<file path="config.mk">
export PLATFORM = sky130hd
export DESIGN_NAME = fetch_frontend_top
export DESIGN_NICKNAME = d
export VERILOG_FILES = /design/src/logic/rv_fetch_pkg.sv /design/src/logic/fetch_ingress.sv /design/src/logic/instr_word_fifo.sv /design/src/logic/instr_realigner.sv /design/src/logic/compressed_decoder.sv /design/src/logic/fetch_frontend_top.sv
export SDC_FILE = /design/constraint.sdc
export NUM_CORES = 1
export LEC_CHECK = 0
export ABC_AREA = 1
export BUFFER_PORTS_ARGS = -buffer_cell sky130_fd_sc_hd__buf_2
export CORE_ASPECT_RATIO = 0.6
export CORE_UTILIZATION = 30
export CTS_BUF_LIST = sky130_fd_sc_hd__clkbuf_2
export DETAILED_ROUTE_END_ITERATION = 16
export GPL_TIMING_DRIVEN = 0
export SLEW_MARGIN = 15
export SYNTH_ARGS = -nofsm -noshare
export SYNTH_HDL_FRONTEND = slang
export SYNTH_SLANG_ARGS = --single-unit
</file>
<file path="constraint.sdc">
create_clock -name clk_i -period 7.55 [get_ports clk_i]
set_input_delay 0.3775 -clock clk_i [delete_from_list [all_inputs] [get_ports clk_i]]
set_output_delay 0.3775 -clock clk_i [all_outputs]
set_load 0.05 [all_outputs]
</file>
<file path="src/logic/rv_fetch_pkg.sv">
/*
  Shared widths, opcodes and limits of the RV32 fetch front end.
  The FIFO depth must be a power of two, and CREDIT_W must hold the depth itself.
  RV32 only. No float and no RV64 encodings are known here.
*/
`default_nettype none

package rv_fetch_pkg;

  // payload widths
  typedef logic [31:0] fetch_word_t;  // aligned word from memory
  typedef logic [31:0] instr_t;       // rv32 or zero extended rvc
  typedef logic [15:0] half_t;        // one 16-bit parcel

  // rv32 major opcodes produced by the expander
  localparam logic [6:0] OPCODE_OP     = 7'h33;
  localparam logic [6:0] OPCODE_OPIMM  = 7'h13;
  localparam logic [6:0] OPCODE_LOAD   = 7'h03;
  localparam logic [6:0] OPCODE_STORE  = 7'h23;
  localparam logic [6:0] OPCODE_LUI    = 7'h37;
  localparam logic [6:0] OPCODE_BRANCH = 7'h63;
  localparam logic [6:0] OPCODE_JAL    = 7'h6f;
  localparam logic [6:0] OPCODE_JALR   = 7'h67;

  // word fifo depth and initial input credit count of the sender
  localparam int WORD_FIFO_DEPTH = 4;
  // credit counters count 0..depth inclusive
  localparam int CREDIT_W        = 3;
  // upper bound of output grants outstanding at the consumer
  localparam int OUT_CREDITS_MAX = 4;

  // realigner holds at most one leftover upper halfword
  typedef enum logic [1:0] {
    EMPTY,
    HALF_HELD
  } realign_state_t;

endpackage

`default_nettype wire

</file>
<file path="src/logic/fetch_ingress.sv">
/*
  Input stage of the fetch front end.
  The sender holds WORD_FIFO_DEPTH credits after reset and spends one per word.
  A credit returns one cycle after the word leaves the FIFO.
*/
`timescale 1ns/10ps
`default_nettype none

module fetch_ingress
  import rv_fetch_pkg::*;
(
  input  wire logic        clk_i,
  input  wire logic        rst_n_i,
  input  wire logic        word_valid_i,
  input  wire fetch_word_t word_i,
  input  wire logic        fifo_pop_i,
  output logic             push_o,
  output fetch_word_t      push_data_o,
  output logic             word_credit_o
);

  // credits still held by the sender
  logic [CREDIT_W-1:0] held_cnt_q;

  // one register stage in front of the fifo
  always_ff @(posedge clk_i or negedge rst_n_i) begin
    if (!rst_n_i) begin
      push_o        <= 1'b0;
      word_credit_o <= 1'b0;
    end else begin
      push_o        <= word_valid_i;
      // every pop frees one slot for the sender
      word_credit_o <= fifo_pop_i;
    end
  end

  always_ff @(posedge clk_i) begin
    if (word_valid_i) begin
      push_data_o <= word_i;
    end
  end

  // mirror of the sender's credit pool
  always_ff @(posedge clk_i or negedge rst_n_i) begin
    if (!rst_n_i) begin
      held_cnt_q <= CREDIT_W'(WORD_FIFO_DEPTH);
    end else begin
      case ({word_valid_i, word_credit_o})
        2'b10:   held_cnt_q <= held_cnt_q - 1'b1;
        2'b01:   held_cnt_q <= held_cnt_q + 1'b1;
        default: held_cnt_q <= held_cnt_q;
      endcase
    end
  end

  // sender must own a credit for every word it sends
  a_word_needs_credit: assert property (@(posedge clk_i) disable iff (!rst_n_i)
    word_valid_i |-> (held_cnt_q != '0))
    else $error("fetch word sent without an input credit");

  // returned credits never push the pool above the fifo depth
  a_credit_bound: assert property (@(posedge clk_i) disable iff (!rst_n_i)
    held_cnt_q <= CREDIT_W'(WORD_FIFO_DEPTH))
    else $error("input credit count above fifo depth");

endmodule

`default_nettype wire

</file>
<file path="src/logic/instr_word_fifo.sv">
/*
  Synchronous circular FIFO of fetch words.
  Overflow is prevented by the input credits, so push never checks for full.
  Read data is taken straight from the storage array without a register.
*/
`timescale 1ns/10ps
`default_nettype none

module instr_word_fifo
  import rv_fetch_pkg::*;
(
  input  wire logic        clk_i,
  input  wire logic        rst_n_i,
  input  wire logic        push_i,
  input  wire fetch_word_t push_data_i,
  input  wire logic        pop_i,
  output logic             pop_valid_o,
  output fetch_word_t      pop_data_o
);

  // storage
  fetch_word_t mem_q [WORD_FIFO_DEPTH];

  // pointers are one bit narrower than the occupancy count
  logic [CREDIT_W-2:0] wr_ptr_q;
  logic [CREDIT_W-2:0] rd_ptr_q;
  logic [CREDIT_W-1:0] count_q;

  ////////////////////////////////////////////////////////////
  // pointers and occupancy
  ////////////////////////////////////////////////////////////

  always_ff @(posedge clk_i or negedge rst_n_i) begin
    if (!rst_n_i) begin
      wr_ptr_q <= '0;
      rd_ptr_q <= '0;
      count_q  <= '0;
    end else begin
      // pointers wrap on their own width
      if (push_i) begin
        wr_ptr_q <= wr_ptr_q + 1'b1;
      end
      if (pop_i) begin
        rd_ptr_q <= rd_ptr_q + 1'b1;
      end
      case ({push_i, pop_i})
        2'b10:   count_q <= count_q + 1'b1;
        2'b01:   count_q <= count_q - 1'b1;
        default: count_q <= count_q;
      endcase
    end
  end

  always_ff @(posedge clk_i) begin
    if (push_i) begin
      mem_q[wr_ptr_q] <= push_data_i;
    end
  end

  // head of queue
  assign pop_valid_o = (count_q != '0);
  assign pop_data_o  = mem_q[rd_ptr_q];

  a_no_push_full: assert property (@(posedge clk_i) disable iff (!rst_n_i)
    push_i |-> (count_q < CREDIT_W'(WORD_FIFO_DEPTH)))
    else $error("push into a full word fifo");

  a_no_pop_empty: assert property (@(posedge clk_i) disable iff (!rst_n_i)
    pop_i |-> (count_q != '0))
    else $error("pop from an empty word fifo");

endmodule

`default_nettype wire

</file>
<file path="src/logic/instr_realigner.sv">
/*
  Splits the aligned word stream into 16-bit and 32-bit instructions.
  A word is popped as soon as its upper halfword is captured or used.
  raw_valid_o is combinational and is set only while an output credit is held.
*/
`timescale 1ns/10ps
`default_nettype none

module instr_realigner
  import rv_fetch_pkg::*;
(
  input  wire logic        clk_i,
  input  wire logic        rst_n_i,
  input  wire logic        word_valid_i,
  input  wire fetch_word_t word_i,
  output logic             word_pop_o,
  input  wire logic        instr_credit_i,
  output logic             raw_valid_o,
  output instr_t           raw_instr_o
);

  realign_state_t state_q, state_d;
  half_t          held_q, held_d;
  half_t          word_lo;
  half_t          word_hi;
  logic           have_credit;
  // output grants not yet used
  logic [CREDIT_W-1:0] out_cnt_q;

  assign word_lo     = word_i[15:0];
  assign word_hi     = word_i[31:16];
  assign have_credit = (out_cnt_q != '0);

  ////////////////////////////////////////////////////////////
  // parcel selection
  ////////////////////////////////////////////////////////////

  always_comb begin
    state_d     = state_q;
    held_d      = held_q;
    word_pop_o  = 1'b0;
    raw_valid_o = 1'b0;
    raw_instr_o = {16'h0000, word_lo};
    case (state_q)
      EMPTY: begin
        if (word_lo[1:0] == 2'b11) begin
          // aligned 32-bit instruction
          raw_instr_o = word_i;
        end
        if (word_valid_i && have_credit) begin
          raw_valid_o = 1'b1;
          word_pop_o  = 1'b1;
          if (word_lo[1:0] != 2'b11) begin
            // keep the upper parcel for the next cycle
            held_d  = word_hi;
            state_d = HALF_HELD;
          end
        end
      end
      HALF_HELD: begin
        if (held_q[1:0] == 2'b11) begin
          // 32-bit instruction straddles the held parcel and the new word
          raw_instr_o = {word_lo, held_q};
          if (word_valid_i && have_credit) begin
            raw_valid_o = 1'b1;
            word_pop_o  = 1'b1;
            held_d      = word_hi;
          end
        end else begin
          // held parcel is a complete rvc instruction
          raw_instr_o = {16'h0000, held_q};
          if (have_credit) begin
            raw_valid_o = 1'b1;
            state_d     = EMPTY;
          end
        end
      end
      default: state_d = EMPTY;
    endcase
  end

  always_ff @(posedge clk_i or negedge rst_n_i) begin
    if (!rst_n_i) begin
      state_q   <= EMPTY;
      out_cnt_q <= '0;
    end else begin
      state_q <= state_d;
      case ({instr_credit_i, raw_valid_o})
        2'b10:   out_cnt_q <= out_cnt_q + 1'b1;
        2'b01:   out_cnt_q <= out_cnt_q - 1'b1;
        default: out_cnt_q <= out_cnt_q;
      endcase
    end
  end

  // leftover parcel
  always_ff @(posedge clk_i) begin
    held_q <= held_d;
  end

  // consumer grants stay within its own slot count
  a_out_credit_bound: assert property (@(posedge clk_i) disable iff (!rst_n_i)
    out_cnt_q <= CREDIT_W'(OUT_CREDITS_MAX))
    else $error("output credit counter overflow");

endmodule

`default_nettype wire

</file>
<file path="src/logic/compressed_decoder.sv">
/*
  Combinational RVC to RV32I expander.
  Hints expand like their base forms and stay legal.
  Float, RV64 and reserved encodings raise illegal_instr_o.
  The instruction word of an illegal encoding is not defined.
*/
`timescale 1ns/10ps
`default_nettype none

module compressed_decoder
  import rv_fetch_pkg::*;
(
  input  wire instr_t instr_i,
  output instr_t      instr_o,
  output logic        is_compressed_o,
  output logic        illegal_instr_o
);

  // lower parcel holds the whole rvc encoding
  half_t ci;

  assign ci              = instr_i[15:0];
  assign is_compressed_o = (ci[1:0] != 2'b11);

  always_comb begin
    instr_o         = instr_i;
    illegal_instr_o = 1'b0;
    case (ci[1:0])
      ////////////////////////////////////////////////////////////
      // quadrant C0
      ////////////////////////////////////////////////////////////
      2'b00: begin
        case (ci[15:13])
          3'b000: begin
            // c.addi4spn to addi rd', x2, nzuimm
            instr_o = {2'b00, ci[10:7], ci[12:11], ci[5], ci[6], 2'b00,
                       5'd2, 3'b000, 2'b01, ci[4:2], OPCODE_OPIMM};
            // zero immediate is reserved
            illegal_instr_o = (ci[12:5] == 8'h00);
          end
          3'b010: begin
            // c.lw
            instr_o = {5'b0, ci[5], ci[12:10], ci[6], 2'b00,
                       2'b01, ci[9:7], 3'b010, 2'b01, ci[4:2], OPCODE_LOAD};
          end
          3'b110: begin
            // c.sw
            instr_o = {5'b0, ci[5], ci[12], 2'b01, ci[4:2], 2'b01, ci[9:7],
                       3'b010, ci[11:10], ci[6], 2'b00, OPCODE_STORE};
          end
          // float loads and stores and the reserved slot
          default: illegal_instr_o = 1'b1;
        endcase
      end

      ////////////////////////////////////////////////////////////
      // quadrant C1
      ////////////////////////////////////////////////////////////
      2'b01: begin
        case (ci[15:13])
          3'b000: begin
            // c.addi and c.nop
            instr_o = {{7{ci[12]}}, ci[6:2], ci[11:7], 3'b000, ci[11:7], OPCODE_OPIMM};
          end
          3'b001, 3'b101: begin
            // c.jal links x1 and c.j links x0
            instr_o = {ci[12], ci[8], ci[10:9], ci[6], ci[7], ci[2], ci[11], ci[5:3],
                       {9{ci[12]}}, 4'b0000, ~ci[15], OPCODE_JAL};
          end
          3'b010: begin
            // c.li with rd of x0 as a hint
            instr_o = {{7{ci[12]}}, ci[6:2], 5'd0, 3'b000, ci[11:7], OPCODE_OPIMM};
          end
          3'b011: begin
            if (ci[11:7] == 5'd2) begin
              // c.addi16sp
              instr_o = {{3{ci[12]}}, ci[4:3], ci[5], ci[2], ci[6], 4'b0000,
                         5'd2, 3'b000, 5'd2, OPCODE_OPIMM};
            end else begin
              // c.lui
              instr_o = {{15{ci[12]}}, ci[6:2], ci[11:7], OPCODE_LUI};
            end
            // zero immediate reserved for both forms
            illegal_instr_o = ({ci[12], ci[6:2]} == 6'd0);
          end
          3'b100: begin
            case (ci[11:10])
              2'b00, 2'b01: begin
                // c.srli and c.srai
                // shamt[5] set is rv64 only
                instr_o = {1'b0, ci[10], 5'b0, ci[6:2], 2'b01, ci[9:7],
                           3'b101, 2'b01, ci[9:7], OPCODE_OPIMM};
                illegal_instr_o = ci[12];
              end
              2'b10: begin
                // c.andi
                instr_o = {{7{ci[12]}}, ci[6:2], 2'b01, ci[9:7],
                           3'b111, 2'b01, ci[9:7], OPCODE_OPIMM};
              end
              default: begin
                // register-register ops on rd' and rs2'
                case ({ci[12], ci[6:5]})
                  3'b000: instr_o = {7'b0100000, 2'b01, ci[4:2], 2'b01, ci[9:7],
                                     3'b000, 2'b01, ci[9:7], OPCODE_OP};
                  3'b001: instr_o = {7'b0, 2'b01, ci[4:2], 2'b01, ci[9:7],
                                     3'b100, 2'b01, ci[9:7], OPCODE_OP};
                  3'b010: instr_o = {7'b0, 2'b01, ci[4:2], 2'b01, ci[9:7],
                                     3'b110, 2'b01, ci[9:7], OPCODE_OP};
                  3'b011: instr_o = {7'b0, 2'b01, ci[4:2], 2'b01, ci[9:7],
                                     3'b111, 2'b01, ci[9:7], OPCODE_OP};
                  // c.subw, c.addw and reserved
                  default: illegal_instr_o = 1'b1;
                endcase
              end
            endcase
          end
          default: begin
            // c.beqz and c.bnez take funct3 bit 0 from ci[13]
            instr_o = {{4{ci[12]}}, ci[6:5], ci[2], 5'd0, 2'b01, ci[9:7],
                       2'b00, ci[13], ci[11:10], ci[4:3], ci[12], OPCODE_BRANCH};
          end
        endcase
      end

      ////////////////////////////////////////////////////////////
      // quadrant C2
      ////////////////////////////////////////////////////////////
      2'b10: begin
        case (ci[15:13])
          3'b000: begin
            // c.slli
            instr_o = {7'b0, ci[6:2], ci[11:7], 3'b001, ci[11:7], OPCODE_OPIMM};
            illegal_instr_o = ci[12];
          end
          3'b010: begin
            // c.lwsp with rd of x0 reserved
            instr_o = {4'b0, ci[3:2], ci[12], ci[6:4], 2'b00,
                       5'd2, 3'b010, ci[11:7], OPCODE_LOAD};
            illegal_instr_o = (ci[11:7] == 5'd0);
          end
          3'b100: begin
            if (ci[6:2] == 5'd0) begin
              if (ci[12] == 1'b0) begin
                // c.jr
                instr_o = {12'h000, ci[11:7], 3'b000, 5'd0, OPCODE_JALR};
                illegal_instr_o = (ci[11:7] == 5'd0);
              end else if (ci[11:7] == 5'd0) begin
                // c.ebreak
                instr_o = 32'h0010_0073;
              end else begin
                // c.jalr
                instr_o = {12'h000, ci[11:7], 3'b000, 5'd1, OPCODE_JALR};
              end
            end else begin
              // c.mv adds to x0 and c.add adds to rd
              instr_o = {7'b0, ci[6:2], (ci[12] ? ci[11:7] : 5'd0), 3'b000,
                         ci[11:7], OPCODE_OP};
            end
          end
          3'b110: begin
            // c.swsp
            instr_o = {4'b0, ci[8:7], ci[12], ci[6:2], 5'd2, 3'b010,
                       ci[11:9], 2'b00, OPCODE_STORE};
          end
          // float stack loads and stores
          default: illegal_instr_o = 1'b1;
        endcase
      end

      // full 32-bit instruction passes through
      default: instr_o = instr_i;
    endcase
  end

endmodule

`default_nettype wire

</file>
<file path="src/logic/fetch_frontend_top.sv">
/*
  RV32 fetch front end with credit flow control on both sides.
  The stream is strictly sequential and carries no program counter.
  First instr_valid_o comes at least 3 cycles after its word arrives.
*/
`timescale 1ns/10ps
`default_nettype none

module fetch_frontend_top
  import rv_fetch_pkg::*;
(
  input  wire logic        clk_i,
  input  wire logic        rst_n_i,
  input  wire logic        word_valid_i,
  input  wire fetch_word_t word_i,
  output logic             word_credit_o,
  input  wire logic        instr_credit_i,
  output logic             instr_valid_o,
  output instr_t           instr_o,
  output logic             is_compressed_o,
  output logic             illegal_instr_o
);

  logic        push;
  fetch_word_t push_data;
  logic        fifo_pop;
  logic        pop_valid;
  fetch_word_t pop_data;
  logic        raw_valid;
  instr_t      raw_instr;
  // decoder results
  instr_t      dec_instr;
  logic        dec_compressed;
  logic        dec_illegal;

  fetch_ingress u_ingress (
    .clk_i         (clk_i),
    .rst_n_i       (rst_n_i),
    .word_valid_i  (word_valid_i),
    .word_i        (word_i),
    .fifo_pop_i    (fifo_pop),
    .push_o        (push),
    .push_data_o   (push_data),
    .word_credit_o (word_credit_o)
  );

  instr_word_fifo u_fifo (
    .clk_i       (clk_i),
    .rst_n_i     (rst_n_i),
    .push_i      (push),
    .push_data_i (push_data),
    .pop_i       (fifo_pop),
    .pop_valid_o (pop_valid),
    .pop_data_o  (pop_data)
  );

  instr_realigner u_realigner (
    .clk_i          (clk_i),
    .rst_n_i        (rst_n_i),
    .word_valid_i   (pop_valid),
    .word_i         (pop_data),
    .word_pop_o     (fifo_pop),
    .instr_credit_i (instr_credit_i),
    .raw_valid_o    (raw_valid),
    .raw_instr_o    (raw_instr)
  );

  compressed_decoder u_decoder (
    .instr_i         (raw_instr),
    .instr_o         (dec_instr),
    .is_compressed_o (dec_compressed),
    .illegal_instr_o (dec_illegal)
  );

  // output register, loaded in the cycle the credit is spent
  always_ff @(posedge clk_i or negedge rst_n_i) begin
    if (!rst_n_i) begin
      instr_valid_o <= 1'b0;
    end else begin
      instr_valid_o <= raw_valid;
    end
  end

  always_ff @(posedge clk_i) begin
    if (raw_valid) begin
      instr_o         <= dec_instr;
      is_compressed_o <= dec_compressed;
      illegal_instr_o <= dec_illegal;
    end
  end

endmodule

`default_nettype wire

</file>
==> flow_summary.json <==
{
  "status": "complete, no violations",
  "rsz0062_at_grt": "false",
  "path_class": "flip-flop to flip-flop",
  "clk_pin_slew_ns": 0.14,
  "antenna_left": 0,
  "rows": 52,
  "dr_total_vias": 8390,
  "grt_antenna_before_repair": 0,
  "worstMarginPinSlew_ns": 0.927,
  "synth_warnings": 0,
  "cp_max_fo": 10,
  "skew_ns": 0.0800,
  "numCtsBuffers": 51,
  "drt_iter0_drc": 1058,
  "drive_gt1_frac": 0.211,
  "period_share": 0.414,
  "critPathRequiredTime_ns": 8.21,
  "insertion_delay_ns": 0.91,
  "arrival_ns": 3.79,
  "critPathLaunchType": "flip-flop",
  "hold_viol": 0,
  "diodes": 0,
  "synth-seq-area-share": 0.637,
  "syn_inst": 1011,
  "cp_common_cell": "nand2_1",
  "wl_per_cell_um": 20.1,
  "cp_slowest_stage_delay_ns": 0.48,
  "setup_viol": 0,
  "wirelength_mm": 33.6,
  "final_common_cell": "nand2_1",
  "viasPerCell": 5.01,
  "syn_nets": 1055,
  "clock-sinks": 224,
  "die_h_um": 147,
  "cts_setup_buffers": 0,
  "path_cells": "inv_2, buf_2, nand3_1, nand3_1, nand2_1, nor2_1, nand3_2, nand2_2, nand2_1, nand2_1, nand3_1, nand2_1, nand4_1",
  "cts.hold.buffers_added": 36,
  "fp.coreArea_um2": 34000,
  "grt_max_degree": 34,
  "numPortBuffers": 71,
  "slowest_stage": "dfrtp_1",
  "io_pins": 72,
  "ys_ff_latch": 224,
  "place.gp.congestion": 1.01,
  "slew_viol_final": 0,
  "synth-main-ff-cell": "edfxtp_1",
  "slew-limit-headroom": 0.382,
  "htreeDepth": 2,
  "finalCriticalPeriod_ns": 3.13,
  "fmax_ghz": 0.320,
  "grt_pass1_wl_mm": 50.2,
  "post-route-drc-count": 0,
  "start_util": 0.308,
  "dieArea_um2": 35600,
  "place_hpwl_mm": 23.9,
  "setup_tns_ns": 0,
  "yosysUniqueCellTypes": 44,
  "grt_pass1_vias": 8050,
  "postSynthAreaPerCell_um2": 10.3,
  "syn_to_final_growth_pct": 18.2,
  "mostFrequentLayoutCells": "nand2_1, edfxtp_1, buf_2",
  "worstSetupEndpointType": "flip-flop",
  "async_flop_share": 0.0625,
  "chipWidth_um": 243,
  "grt_usage": 0.189,
  "syn-cell-area_um2": 10400,
  "layout.nets": 1220,
  "synth-edff-count": 210,
  "maxCapViolations": 0,
  "hp-class": "input pin to flip-flop",
  "clock_path_buffers": 3,
  "cts_resized": 0,
  "tritoncts": "built",
  "finish.utilization": 0.364,
  "grt.overflow.total": 0,
  "cts_root_buf": "clkbuf_2",
  "drt-pass1-iter-count": 5
}
==> cells in the mapped netlist (4+ instances only) <==
| cell type | instances | area [µm²] |
|---|---|---|
| nand2_1 | 271 | 1020 |
| edfxtp_1 | 210 | 6310 |
| nand3_1 | 89 | 445 |
| nor2_1 | 86 | 323 |
| o21ai_0 | 70 | 350 |
| inv_1 | 52 | 195 |
| a21oi_1 | 28 | 140 |
| buf_2 | 20 | 100 |
| inv_2 | 15 | 56.3 |
| nand4_1 | 15 | 93.8 |
| o21ai_1 | 15 | 75.1 |
| o22ai_1 | 15 | 93.8 |
| dfrtp_1 | 14 | 350 |
| nor3_1 | 10 | 50.1 |
| nor2_2 | 9 | 56.3 |
| o21ai_2 | 9 | 78.8 |
| buf_4 | 8 | 60.1 |
| nand2_2 | 8 | 50.1 |
| o211ai_1 | 8 | 60.1 |
| nor2_4 | 7 | 78.8 |
| ha_1 | 6 | 75.1 |
| clkbuf_1 | 4 | 15.0 |
| nand3b_1 | 4 | 30.0 |
| xnor2_1 | 4 | 35.0 |
==> per-layer routing <==
metal / part of all wire / global-route usage / vias to the layer above / wire (µm)
met3: 0.12 / 0.0801 / 38 / 4180
met4: 0.013 / 0.0412 / 4 / 443
met5: 0.0033 / 0.0227 / - / 110
met2: 0.37 / 0.235 / 470 / 12400
li1: - / - / 3867 / -
met1: 0.49 / 0.292 / 4011 / 16500
==> metrics by stage <==
stage	cell area [µm²]	setup WS (ns)	std cells	hold WS (ns)
after floorplan	10400	3.51	1011	0.0819
after global placement	11400	2.04	1541	0.286
after detailed placement	11500	4.53	1546	0.290
after CTS	12300	4.49	1675	0.0833
after global routing	12300	4.24	1675	0.0817
final	12300	4.42	1675	0.179
==> final cells by class <==
cell class	instances	area, µm²
multi-input combinational	683	3340
timing repair buffer	112	823
tap	459	574
buffer	36	213
clock buffer	80	400
inverter	68	255
sequential	224	6660
fill	3465	21600
clock inverter	13	88.8
==> path summary, 6_finish.rpt <==
path                            cells after the start                   endpoint  slack, ns                 startpoint
worst max-delay path                               13                instr_o[17]       4.42         u_fifo.rd_ptr_q[1]
worst max register to register                     13                instr_o[17]       4.42         u_fifo.rd_ptr_q[1]
worst min-delay path                                2  u_ingress.push_data_o[25]       0.18                 word_i[25]
max in group asynchronous                           3         u_fifo.rd_ptr_q[0]       6.54                    rst_n_i
worst min register to register                      0        u_fifo.mem_q[1][29]       0.47  u_ingress.push_data_o[29]
min in group asynchronous                           3           u_ingress.push_o       0.55                    rst_n_i
==> logic make-up (layout without fill, tap and decap cells) <==
group,Yosys count,in the layout,share of synthesized area
buf+inv,104,309,0.0448
compound gates,157,157,0.0868
fa+ha+maj,8,8,0.0110
simple gates,511,511,0.214
flops,224,224,0.637
xor+xnor,7,7,0.00587
==> registers in the layout (all words and copies together), names as in the netlist <==
name                     count
u_ingress.push_data_o       32
u_fifo.count_q               3
u_realigner.state_q          1
instr_o                     32
u_realigner.out_cnt_q        3
u_realigner.held_q          16
instr_valid_o                1
u_fifo.mem_q               128
u_fifo.rd_ptr_q              2
illegal_instr_o              1
u_ingress.push_o             1
u_ingress.word_credit_o      1
u_fifo.wr_ptr_q              2
is_compressed_o              1
==> worst max-delay path, delay by kind of cell (launching register included) <==
kind / cells / cell delay [ns]
buffers and inverters: 2 / 0.40
flip-flops: 1 / 0.48
AND/OR/NAND/NOR: 11 / 2.01
Power is left out: the tool's default activity adds up to more than one toggle a clock period on the data nets, which glitch-free logic cannot reach.
